===== src/common/scopePkg.sv =====
`default_nettype none

package scopePkg;

	localparam int sampleWidth = 8; // adc sample bits
	localparam int numChannels = 4; // adc channels on the board
	localparam int ramWidth = 10; // sample memory address bits
	localparam int totWidth = ramWidth + 1; // msb picks tick-only counting
	localparam int holdWidth = 8; // fire hold time bits
	localparam int coinWidth = 2; // coincidence count bits
	localparam int downsampleWidth = 8; // downsample exponent bits
	localparam int maxDownsample = 22; // larger exponents get clamped
	localparam int dsCountWidth = 24; // downsample counter, room for 2^22
	localparam int dsExpWidth = $clog2(dsCountWidth); // index into the downsample counter
	localparam int rateWidth = 32; // trigger rate counter bits

	typedef logic [sampleWidth-1:0] sampleT; // one adc sample
	typedef logic [ramWidth-1:0] addrT; // one sample memory address

	// acquisition sequence
	typedef enum logic [1:0] {
		idle, // waiting for startTrigger
		preAcq, // filling the pre-trigger samples
		waitTrig, // armed, waiting for selfTrig
		postAcq // filling the post-trigger samples
	} acqStateT;

	typedef enum logic {
		fallingEdge = 1'b0, // fire on leaving the window
		risingEdge = 1'b1 // fire on entering the window
	} edgeSelT;

endpackage

`default_nettype wire


===== src/downsampleTimer.sv =====
`timescale 1ns/1ps
`default_nettype none

module downsampleTimer (
	input logic clk_flash,
	input logic trigratecountreset,
	input logic [scopePkg::downsampleWidth-1:0] downsample, // log2 of the decimation
	output logic sampleTick // one sample in 2^downsample is kept
);
	import scopePkg::*;

	logic [dsCountWidth-1:0] dsCount; // free running, restarts at 1
	logic [dsExpWidth-1:0] dsExp; // clamped exponent

	// exponents past the counter range would never tick
	assign dsExp = (downsample > downsampleWidth'(maxDownsample)) ?
		dsExpWidth'(maxDownsample) : dsExpWidth'(downsample);

	assign sampleTick = (downsample == '0) || dsCount[dsExp]; // every cycle at exponent 0

	always_ff @(posedge clk_flash) begin
		if (trigratecountreset) begin
			dsCount <= dsCountWidth'(1); // first tick 2^k-1 cycles out
		end else if (sampleTick) begin
			dsCount <= dsCountWidth'(1); // restart the period
		end else begin
			dsCount <= dsCount + 1'b1;
		end
	end

endmodule

`default_nettype wire


===== src/trigger/channelDiscriminator.sv =====
`timescale 1ns/1ps
`default_nettype none

module channelDiscriminator (
	input logic clk_flash,
	input logic trigratecountreset,
	input scopePkg::sampleT sample, // raw adc input
	input scopePkg::sampleT threshLow, // window bottom, inclusive
	input scopePkg::sampleT threshHigh, // window top, inclusive
	input scopePkg::edgeSelT edgeSel, // enter or leave the window
	input logic [scopePkg::totWidth-1:0] totSetting, // time over threshold, msb = tick only
	input logic sampleTick, // downsample strobe
	output scopePkg::sampleT dout, // registered sample
	output logic fire // one cycle per accepted edge
);
	import scopePkg::*;

	logic inWindow; // sample inside the window now
	logic prevWindow; // same, one sample earlier
	logic levelNow; // the selected side of the window, now
	logic levelPrev; // the selected side, one sample earlier
	logic edgeHit; // selected edge seen this cycle
	logic [ramWidth-1:0] totLimit; // duration the level must exceed
	logic tickOnly; // count only on downsample ticks
	logic totStep; // duration counter may advance this cycle
	logic [totWidth-1:0] totCount; // 0 = idle, else cycles since the edge

	assign totLimit = totSetting[ramWidth-1:0];
	assign tickOnly = totSetting[ramWidth];
	assign totStep = !tickOnly || sampleTick;

	// falling edge is the rising edge of the inverted window
	assign levelNow = (edgeSel == risingEdge) ? inWindow : !inWindow;
	assign levelPrev = (edgeSel == risingEdge) ? prevWindow : !prevWindow;
	assign edgeHit = levelNow && !levelPrev;

	always_ff @(posedge clk_flash) begin
		dout <= sample; // stage 1, also the data output
	end

	always_ff @(posedge clk_flash) begin
		if (trigratecountreset) begin
			inWindow <= 1'b0;
			prevWindow <= 1'b0;
			totCount <= '0;
			fire <= 1'b0;
		end else begin
			inWindow <= (dout >= threshLow) && (dout <= threshHigh); // stage 2
			prevWindow <= inWindow;
			if (totLimit == '0) begin
				fire <= edgeHit; // stage 3, plain edge trigger
				totCount <= '0;
			end else if (totCount != '0) begin
				if (totCount > {1'b0, totLimit}) begin
					fire <= 1'b1; // held long enough
					totCount <= '0; // fire once per edge
				end else begin
					fire <= 1'b0;
					if (totStep) begin
						if (levelNow) begin
							totCount <= totCount + 1'b1; // level still held
						end else begin
							totCount <= '0; // dropped out before the limit
						end
					end
				end
			end else begin
				fire <= 1'b0;
				if (edgeHit) begin
					totCount <= totWidth'(1); // start timing the level
				end
			end
		end
	end

endmodule

`default_nettype wire


===== src/trigger/coincidenceUnit.sv =====
`timescale 1ns/1ps
`default_nettype none

module coincidenceUnit (
	input logic clk_flash,
	input logic trigratecountreset,
	input logic [scopePkg::numChannels-1:0] fire, // per channel fire pulses
	input logic [scopePkg::numChannels-1:0] trigChannels, // channels allowed to trigger
	input logic [scopePkg::holdWidth-1:0] holdTime, // ticks a fire stays visible
	input logic [scopePkg::coinWidth-1:0] coinReq, // other channels needed
	input logic allowSameChan, // own earlier fire counts too
	input logic sampleTick, // hold timers count down on ticks
	output logic selfTrig, // combined trigger decision
	output logic [scopePkg::rateWidth-1:0] rateCount // selfTrig events since reset
);
	import scopePkg::*;

	logic [holdWidth-1:0] holdTimer [numChannels]; // nonzero while a fire is held
	logic [coinWidth-1:0] coinCount [numChannels]; // held channels seen by each channel
	logic [coinWidth-1:0] coinNext [numChannels]; // next coinCount
	logic [numChannels-1:0] coinMet; // channel fires with enough company

	always_comb begin
		int hits;
		hits = 0;
		for (int i = 0; i < numChannels; i++) begin
			hits = 0;
			for (int j = 0; j < numChannels; j++) begin
				if (trigChannels[j] && (holdTimer[j] != '0) && ((j != i) || allowSameChan)) begin
					hits++;
				end
			end
			// all four held with allowSameChan would wrap, so saturate
			if (hits > (2 ** coinWidth) - 1) begin
				coinNext[i] = '1;
			end else begin
				coinNext[i] = coinWidth'(hits);
			end
		end
	end

	always_comb begin
		for (int i = 0; i < numChannels; i++) begin
			coinMet[i] = trigChannels[i] && fire[i] && (coinCount[i] >= coinReq);
		end
	end

	assign selfTrig = |coinMet; // or over the enabled channels

	always_ff @(posedge clk_flash) begin
		if (trigratecountreset) begin
			for (int i = 0; i < numChannels; i++) begin
				holdTimer[i] <= '0;
				coinCount[i] <= '0;
			end
			rateCount <= '0;
		end else begin
			for (int i = 0; i < numChannels; i++) begin
				if (fire[i]) begin
					holdTimer[i] <= holdTime; // (re)arm the hold window
				end else if ((holdTimer[i] != '0) && sampleTick) begin
					holdTimer[i] <= holdTimer[i] - 1'b1;
				end
				coinCount[i] <= coinNext[i];
			end
			if (selfTrig) begin
				rateCount <= rateCount + 1'b1; // lands the clock after selfTrig
			end
		end
	end

endmodule

`default_nettype wire


===== src/acquisitionControl.sv =====
`timescale 1ns/1ps
`default_nettype none

module acquisitionControl (
	input logic clk_flash,
	input logic trigratecountreset,
	input logic startTrigger, // level, looked at only in idle
	input logic selfTrig, // trigger decision
	input logic sampleTick, // downsample strobe
	input scopePkg::addrT triggerPoint, // samples kept before the trigger
	input scopePkg::addrT nsmp, // samples kept after the trigger
	output logic acquiring, // capture in progress
	output scopePkg::addrT wrAddress, // sample memory write address
	output scopePkg::addrT trigAddress, // wrAddress at the trigger
	output logic dataReady // capture complete
);
	import scopePkg::*;

	acqStateT state; // sequence position
	addrT sampleCount; // ticks taken in the current phase

	always_ff @(posedge clk_flash) begin
		if (trigratecountreset) begin
			state <= idle;
			acquiring <= 1'b0;
			dataReady <= 1'b0;
			wrAddress <= '0;
			sampleCount <= '0;
		end else begin
			case (state)
				idle: begin
					sampleCount <= '0; // each capture counts from zero
					if (startTrigger) begin
						acquiring <= 1'b1;
						dataReady <= 1'b0; // previous capture is now stale
						state <= preAcq;
					end
				end
				preAcq: begin
					if (sampleCount == triggerPoint) begin
						state <= waitTrig; // pre-trigger part is full
					end else if (sampleTick) begin
						sampleCount <= sampleCount + 1'b1;
						wrAddress <= wrAddress + 1'b1;
					end
				end
				waitTrig: begin
					// memory keeps rolling while armed
					if (sampleTick) begin
						wrAddress <= wrAddress + 1'b1;
					end
					if (selfTrig) begin
						sampleCount <= '0; // post part counts from zero
						state <= postAcq;
					end
				end
				postAcq: begin
					if (sampleCount == nsmp) begin
						acquiring <= 1'b0; // falls with dataReady rising
						dataReady <= 1'b1;
						state <= idle;
					end else if (sampleTick) begin
						sampleCount <= sampleCount + 1'b1;
						wrAddress <= wrAddress + 1'b1;
					end
				end
				default: begin
					state <= idle;
				end
			endcase
		end
	end

	// address before any increment in the trigger cycle
	always_ff @(posedge clk_flash) begin
		if ((state == waitTrig) && selfTrig) begin
			trigAddress <= wrAddress;
		end
	end

endmodule

`default_nettype wire


===== src/oscilloTop.sv =====
`timescale 1ns/1ps
`default_nettype none

module oscilloTop (
	input logic clk_flash,
	input logic trigratecountreset, // synchronous reset of all state
	input scopePkg::sampleT sample1,
	input scopePkg::sampleT sample2,
	input scopePkg::sampleT sample3,
	input scopePkg::sampleT sample4,
	input scopePkg::sampleT threshLow, // shared window bottom
	input scopePkg::sampleT threshHigh, // shared window top
	input logic [3:0] triggerType, // bit 0 picks the edge
	input logic [scopePkg::totWidth-1:0] totSetting,
	input logic [scopePkg::downsampleWidth-1:0] downsample,
	input logic [scopePkg::numChannels-1:0] trigChannels,
	input logic [scopePkg::holdWidth-1:0] holdTime,
	input logic [scopePkg::coinWidth-1:0] coinReq,
	input logic allowSameChan,
	input logic startTrigger,
	input scopePkg::addrT triggerPoint,
	input scopePkg::addrT nsmp,
	output scopePkg::sampleT dout1,
	output scopePkg::sampleT dout2,
	output scopePkg::sampleT dout3,
	output scopePkg::sampleT dout4,
	output logic acquiring,
	output scopePkg::addrT wrAddress,
	output scopePkg::addrT trigAddress,
	output logic dataReady,
	output logic [scopePkg::rateWidth-1:0] rateCount
);
	import scopePkg::*;

	sampleT sampleArr [numChannels]; // inputs gathered for the channel loop
	sampleT doutArr [numChannels]; // registered samples back out
	logic [numChannels-1:0] fire; // one pulse line per channel
	logic sampleTick; // shared downsample strobe
	logic selfTrig; // coincidence result
	edgeSelT edgeSel; // triggerType bit 0 as an edge select

	assign sampleArr = '{sample1, sample2, sample3, sample4};
	assign dout1 = doutArr[0];
	assign dout2 = doutArr[1];
	assign dout3 = doutArr[2];
	assign dout4 = doutArr[3];
	assign edgeSel = edgeSelT'(triggerType[0]); // upper type bits unused here

	downsampleTimer timer (
		.clk_flash(clk_flash),
		.trigratecountreset(trigratecountreset),
		.downsample(downsample),
		.sampleTick(sampleTick)
	);

	for (genvar i = 0; i < numChannels; i++) begin : chan
		channelDiscriminator disc (
			.clk_flash(clk_flash),
			.trigratecountreset(trigratecountreset),
			.sample(sampleArr[i]),
			.threshLow(threshLow),
			.threshHigh(threshHigh),
			.edgeSel(edgeSel),
			.totSetting(totSetting),
			.sampleTick(sampleTick),
			.dout(doutArr[i]),
			.fire(fire[i])
		);
	end

	coincidenceUnit coin (
		.clk_flash(clk_flash),
		.trigratecountreset(trigratecountreset),
		.fire(fire),
		.trigChannels(trigChannels),
		.holdTime(holdTime),
		.coinReq(coinReq),
		.allowSameChan(allowSameChan),
		.sampleTick(sampleTick),
		.selfTrig(selfTrig),
		.rateCount(rateCount)
	);

	acquisitionControl ctrl (
		.clk_flash(clk_flash),
		.trigratecountreset(trigratecountreset),
		.startTrigger(startTrigger),
		.selfTrig(selfTrig),
		.sampleTick(sampleTick),
		.triggerPoint(triggerPoint),
		.nsmp(nsmp),
		.acquiring(acquiring),
		.wrAddress(wrAddress),
		.trigAddress(trigAddress),
		.dataReady(dataReady)
	);

endmodule

`default_nettype wire


===== config.mk =====
export PLATFORM = sky130hd
export DESIGN_NAME = oscilloTop
export DESIGN_NICKNAME = d
export VERILOG_FILES = /design/src/common/scopePkg.sv /design/src/downsampleTimer.sv /design/src/trigger/channelDiscriminator.sv /design/src/trigger/coincidenceUnit.sv /design/src/acquisitionControl.sv /design/src/oscilloTop.sv
export SDC_FILE = /design/constraint.sdc
export NUM_CORES = 1
export LEC_CHECK = 0
export BUFFER_PORTS_ARGS = -buffer_cell sky130_fd_sc_hd__buf_2
export CORE_MARGIN = 5
export CORE_UTILIZATION = 40
export CTS_CLUSTER_DIAMETER = 200
export DETAILED_ROUTE_END_ITERATION = 12
export GPL_TIMING_DRIVEN = 0
export PLACE_DENSITY = 0.63
export REMOVE_ABC_BUFFERS = 1
export SKIP_LAST_GASP = 1
export SLEW_MARGIN = 25
export SYNTH_ARGS = -nofsm -noshare
export SYNTH_HDL_FRONTEND = slang
export SYNTH_SLANG_ARGS = --single-unit

===== constraint.sdc =====
create_clock -name clk_flash -period 2.6 [get_ports clk_flash]
set_input_delay 0.13 -clock clk_flash [delete_from_list [all_inputs] [get_ports clk_flash]]
set_output_delay 0.13 -clock clk_flash [all_outputs]
set_load 0.05 [all_outputs]

==> impl_metrics.csv <==
group,metric,value,unit
status,status,"finished with violations",
status,violations,"setup timing",
setup_path,r2r_cells,13,
timing,clock-skew-final,0.0109,ns
logic_synthesis,netlist_instances,1490,
power_and_ir_drop,swShare,28.6,%
power_and_ir_drop,peakVddDrop,0.497,mV
clock_network,h-tree-depth,1,
clock_network,root_buffer,"clkbuf_16",
timing,fin_tns_setup,-0.545,ns
place,place_congestion,0.879,
finish,area_growth,30.1,%
floorplanning,die_x,191,um
routing,drc,0,
timing,relSlewSlack,34.6,%
logic_synthesis,ys_seq_area_share,36.2,%
logic_synthesis,synthDistinctLibCells,77,
finish,layout_commonest_cell,"buf_2",
floorplanning,pin_count,195,
timing,period_minus_slack,2.71,ns
setup_path,reg2reg_to,"coin.coinCount[1][0]",
clock_network,cts_buffer_depth,3,
finish,layout-drive-gt1-share,23.2,%
clock_network,numCtsBuffers,26,
timing,max_freq,369,MHz
logic_synthesis,avgSynthCellArea,8.83,um2
setup_path,required,3.05,ns
timing,rsz0062_at_grt,"true",
power_and_ir_drop,power_frac_clock,40.6,%
timing,fin_ws,-0.107,ns
global_route,grt_usage,19.5,%
routing,ant_nets,0,
setup_path,crit_path_start_kind,"flop",
floorplanning,die_h,191,um
floorplanning,coreArea,0.0325,mm2
floorplanning,rows,66,
global_route,grt_max_degree,45,
routing,drt_iter0_drc,607,
routing,vias,12100,
setup_path,end_kind,"flop",
timing,hold_ws,0.110,ns
place,dp_cells,2087,
power_and_ir_drop,leakage,7.27,nW
timing,period_share,104,%
finish,utilization,52.6,%
logic_synthesis,ys_warn_count,0,
timing,worst_pin_slew,0.979,ns
setup_path,r2r_slack,-0.11,ns
clock_network,clk_latency,0.52,ns
clock_network,tritoncts,"done",
finish,final_nets,2039,
timing,setup_viol,13,
finish,antenna_cells,0,
global_route,antenna_found_initial,0,
power_and_ir_drop,power.net_switching,2.70,mW
global_route,grt_pass1_vias,12100,
logic_synthesis,ys_ff_latch,217,
min_path,hold_path_class,"input port to flop",
global_route,grt-ovfl-total,0,
setup_path,worst-setup-path-type,"flop to flop",
timing,hold_viol_final,0,
floorplanning,die_area,0.0366,mm2
setup_path,arrival,3.16,ns
setup_path,critPathCapture,"coin.coinCount[1][0]",
power_and_ir_drop,intPower,6.72,mW
power_and_ir_drop,comb_power_share,20.3,%
clock_network,clkTransAtPathRegs,0.06,ns
place,io_buffer_count,191,
routing,vias_per_cell,5.40,
place,dp_hpwl,25800,um
routing,wl,37100,um
floorplanning,initial_core_util,40.4,%
logic_synthesis,synth-async-reset-ratio,0,%
power_and_ir_drop,sequentialPowerShare,39.0,%
finish,fin_cells,2245,
setup_path,reg2reg_from,"coin.holdTimer[0][11]",
timing,drv_slew,0,
clock_network,clock-sinks,217,
logic_synthesis,synth_top_flop_cell,"dfxtp_1",
power_and_ir_drop,p_total,9.42,mW
routing,dr.pass1.iters,5,
global_route,grt_pass1_wl,59800,um
setup_path,critPathLaunch,"coin.holdTimer[0][11]",
finish,mostFrequentLayoutCells,"buf_2 (190), dfxtp_1 (170), ha_1 (139), nor2_1 (130), nand2_1 (110)",
routing,routedWlPerCell,16.5,um
logic_synthesis,synth-edff-count,42,
logic_synthesis,synthesis.area,0.0132,mm2
power_and_ir_drop,power_density,551,mW/mm2
setup_path,path_max_fanout,3,
flow_run,cap_violations,0,
[cell usage after synthesis, drive strengths merged (21+ instances only)]
| cell | n | share of area [%] |
|---|---|---|
| a21o | 31 | 1.8 |
| a21oi | 63 | 2.5 |
| and3 | 36 | 1.7 |
| clkbuf | 24 | 0.68 |
| dfxtp | 175 | 27 |
| edfxtp | 42 | 9.6 |
| ha | 147 | 14 |
| inv | 81 | 2.3 |
| nand2 | 120 | 3.4 |
| nand2b | 21 | 1.0 |
| nand3 | 58 | 2.2 |
| nand4 | 31 | 1.5 |
| nor2 | 135 | 3.9 |
| nor2b | 26 | 1.2 |
| nor3 | 39 | 1.5 |
| o21ai | 105 | 4.0 |
| xnor2 | 63 | 4.2 |
| xor2 | 56 | 3.7 |
[worst max-delay path: stages (launching register included)]
cell and delay (ns):
edfxtp_1 0.41, or4_4 0.58, nor2_4 0.11, nand3b_1 0.12
nand2_2 0.13, inv_4 0.06, nand2_4 0.06, inv_2 0.04
ha_4 0.27, xnor2_2 0.11, ha_2 0.22, nor3_2 0.05
or3_1 0.33, a21oi_2 0.14
[how the worst min path moves through the flow]
| stage | startpoint | endpoint | slack (ns) | cells after the start |
|---|---|---|---|---|
| 2_1_floorplan | sample1[0] | chan[0].disc.dout[0] | 0.16 | 0 |
| 3_3_place_gp | sample2[7] | chan[1].disc.dout[7] | 0.23 | 1 |
| 3_5_place_dp | sample3[1] | chan[2].disc.dout[1] | 0.23 | 1 |
| 4_1_cts | allowSameChan | coin.coinCount[3][1] | 0.02 | 3 |
| 5_1_grt | allowSameChan | coin.coinCount[3][1] | 0.10 | 3 |
| 6_report | allowSameChan | coin.coinCount[3][1] | 0.11 | 3 |
[state kept, by name, summed over array words and instances, names as in the netlist]
signal,flops
ctrl.wrAddress,10
ctrl.dataReady,1
ctrl.sampleCount,10
chan.disc.fire,4
ctrl.acquiring,1
ctrl.trigAddress,10
coin.rateCount,32
coin.holdTimer,32
chan.disc.totCount,44
timer.dsCount,23
coin.coinCount,8
chan.disc.dout,32
chan.disc.prevWindow,4
ctrl.state,2
chan.disc.inWindow,4
[layer usage]
metal	global-route usage, %	up-vias	share of wire (%)
met5	0	-	0
met4	6.38	0	3.4
met3	3.96	80	5.9
met2	33.8	356	48
met1	24.3	5705	43
li1	-	5975	-
[metrics by stage]
stage	worst slack [ns]	instance area, um2
finish	-0.107	17100
global route	-0.252	17100
CTS	-0.0617	16600
detailed placement	-0.925	14600
global placement	-1.42	14500
floorplan	-0.241	13000
[kinds of logic (layout without fill, tap and decap cells)]
logic type | after synthesis | in the layout | share of synthesized area, %
multiplexers | 13 | 13 | 1.01
AO/OA/AOI/OAI | 312 | 313 | 15.6
adder cells (fa/ha/maj) | 147 | 147 | 14.0
flip-flops | 217 | 217 | 36.2
AND/OR/NAND/NOR | 564 | 565 | 21.9
buffers and inverters | 118 | 429 | 3.43
XOR/XNOR | 119 | 119 | 7.92
[repair_timing]
action | 4_1_cts | 5_1_grt
cloned | 1 | 1
gates resized for setup | 79 | 78
endpoints found under the hold margin | 66 | 0
endpoints found under the setup margin | 164 | 153
pin swaps | 29 | 46
setup buffers | 48 | 20
hold buffers | 43 | 0
[area by class of cell]
| type | instances | area (um2) |
|---|---|---|
| sequential | 217 | 4780 |
| multi-input combinational | 1157 | 8610 |
| timing repair buffer | 300 | 1940 |
| clock inverter | 15 | 163 |
| fill | 2930 | 15400 |
| clock buffer | 33 | 759 |
| inverter | 81 | 312 |
| tap | 442 | 553 |
[power groups by stage]
stage | Clock [mW] | Combinational [mW] | Sequential, mW
floorplan | 0 | 1.00 | 3.84
global placement | 0 | 1.53 | 3.75
detailed placement | 0 | 1.58 | 3.75
CTS | 3.95 | 1.77 | 3.68
global route | 4.07 | 2.13 | 3.70
finish | 3.83 | 1.91 | 3.68
Power figures use the tool's default switching activity.
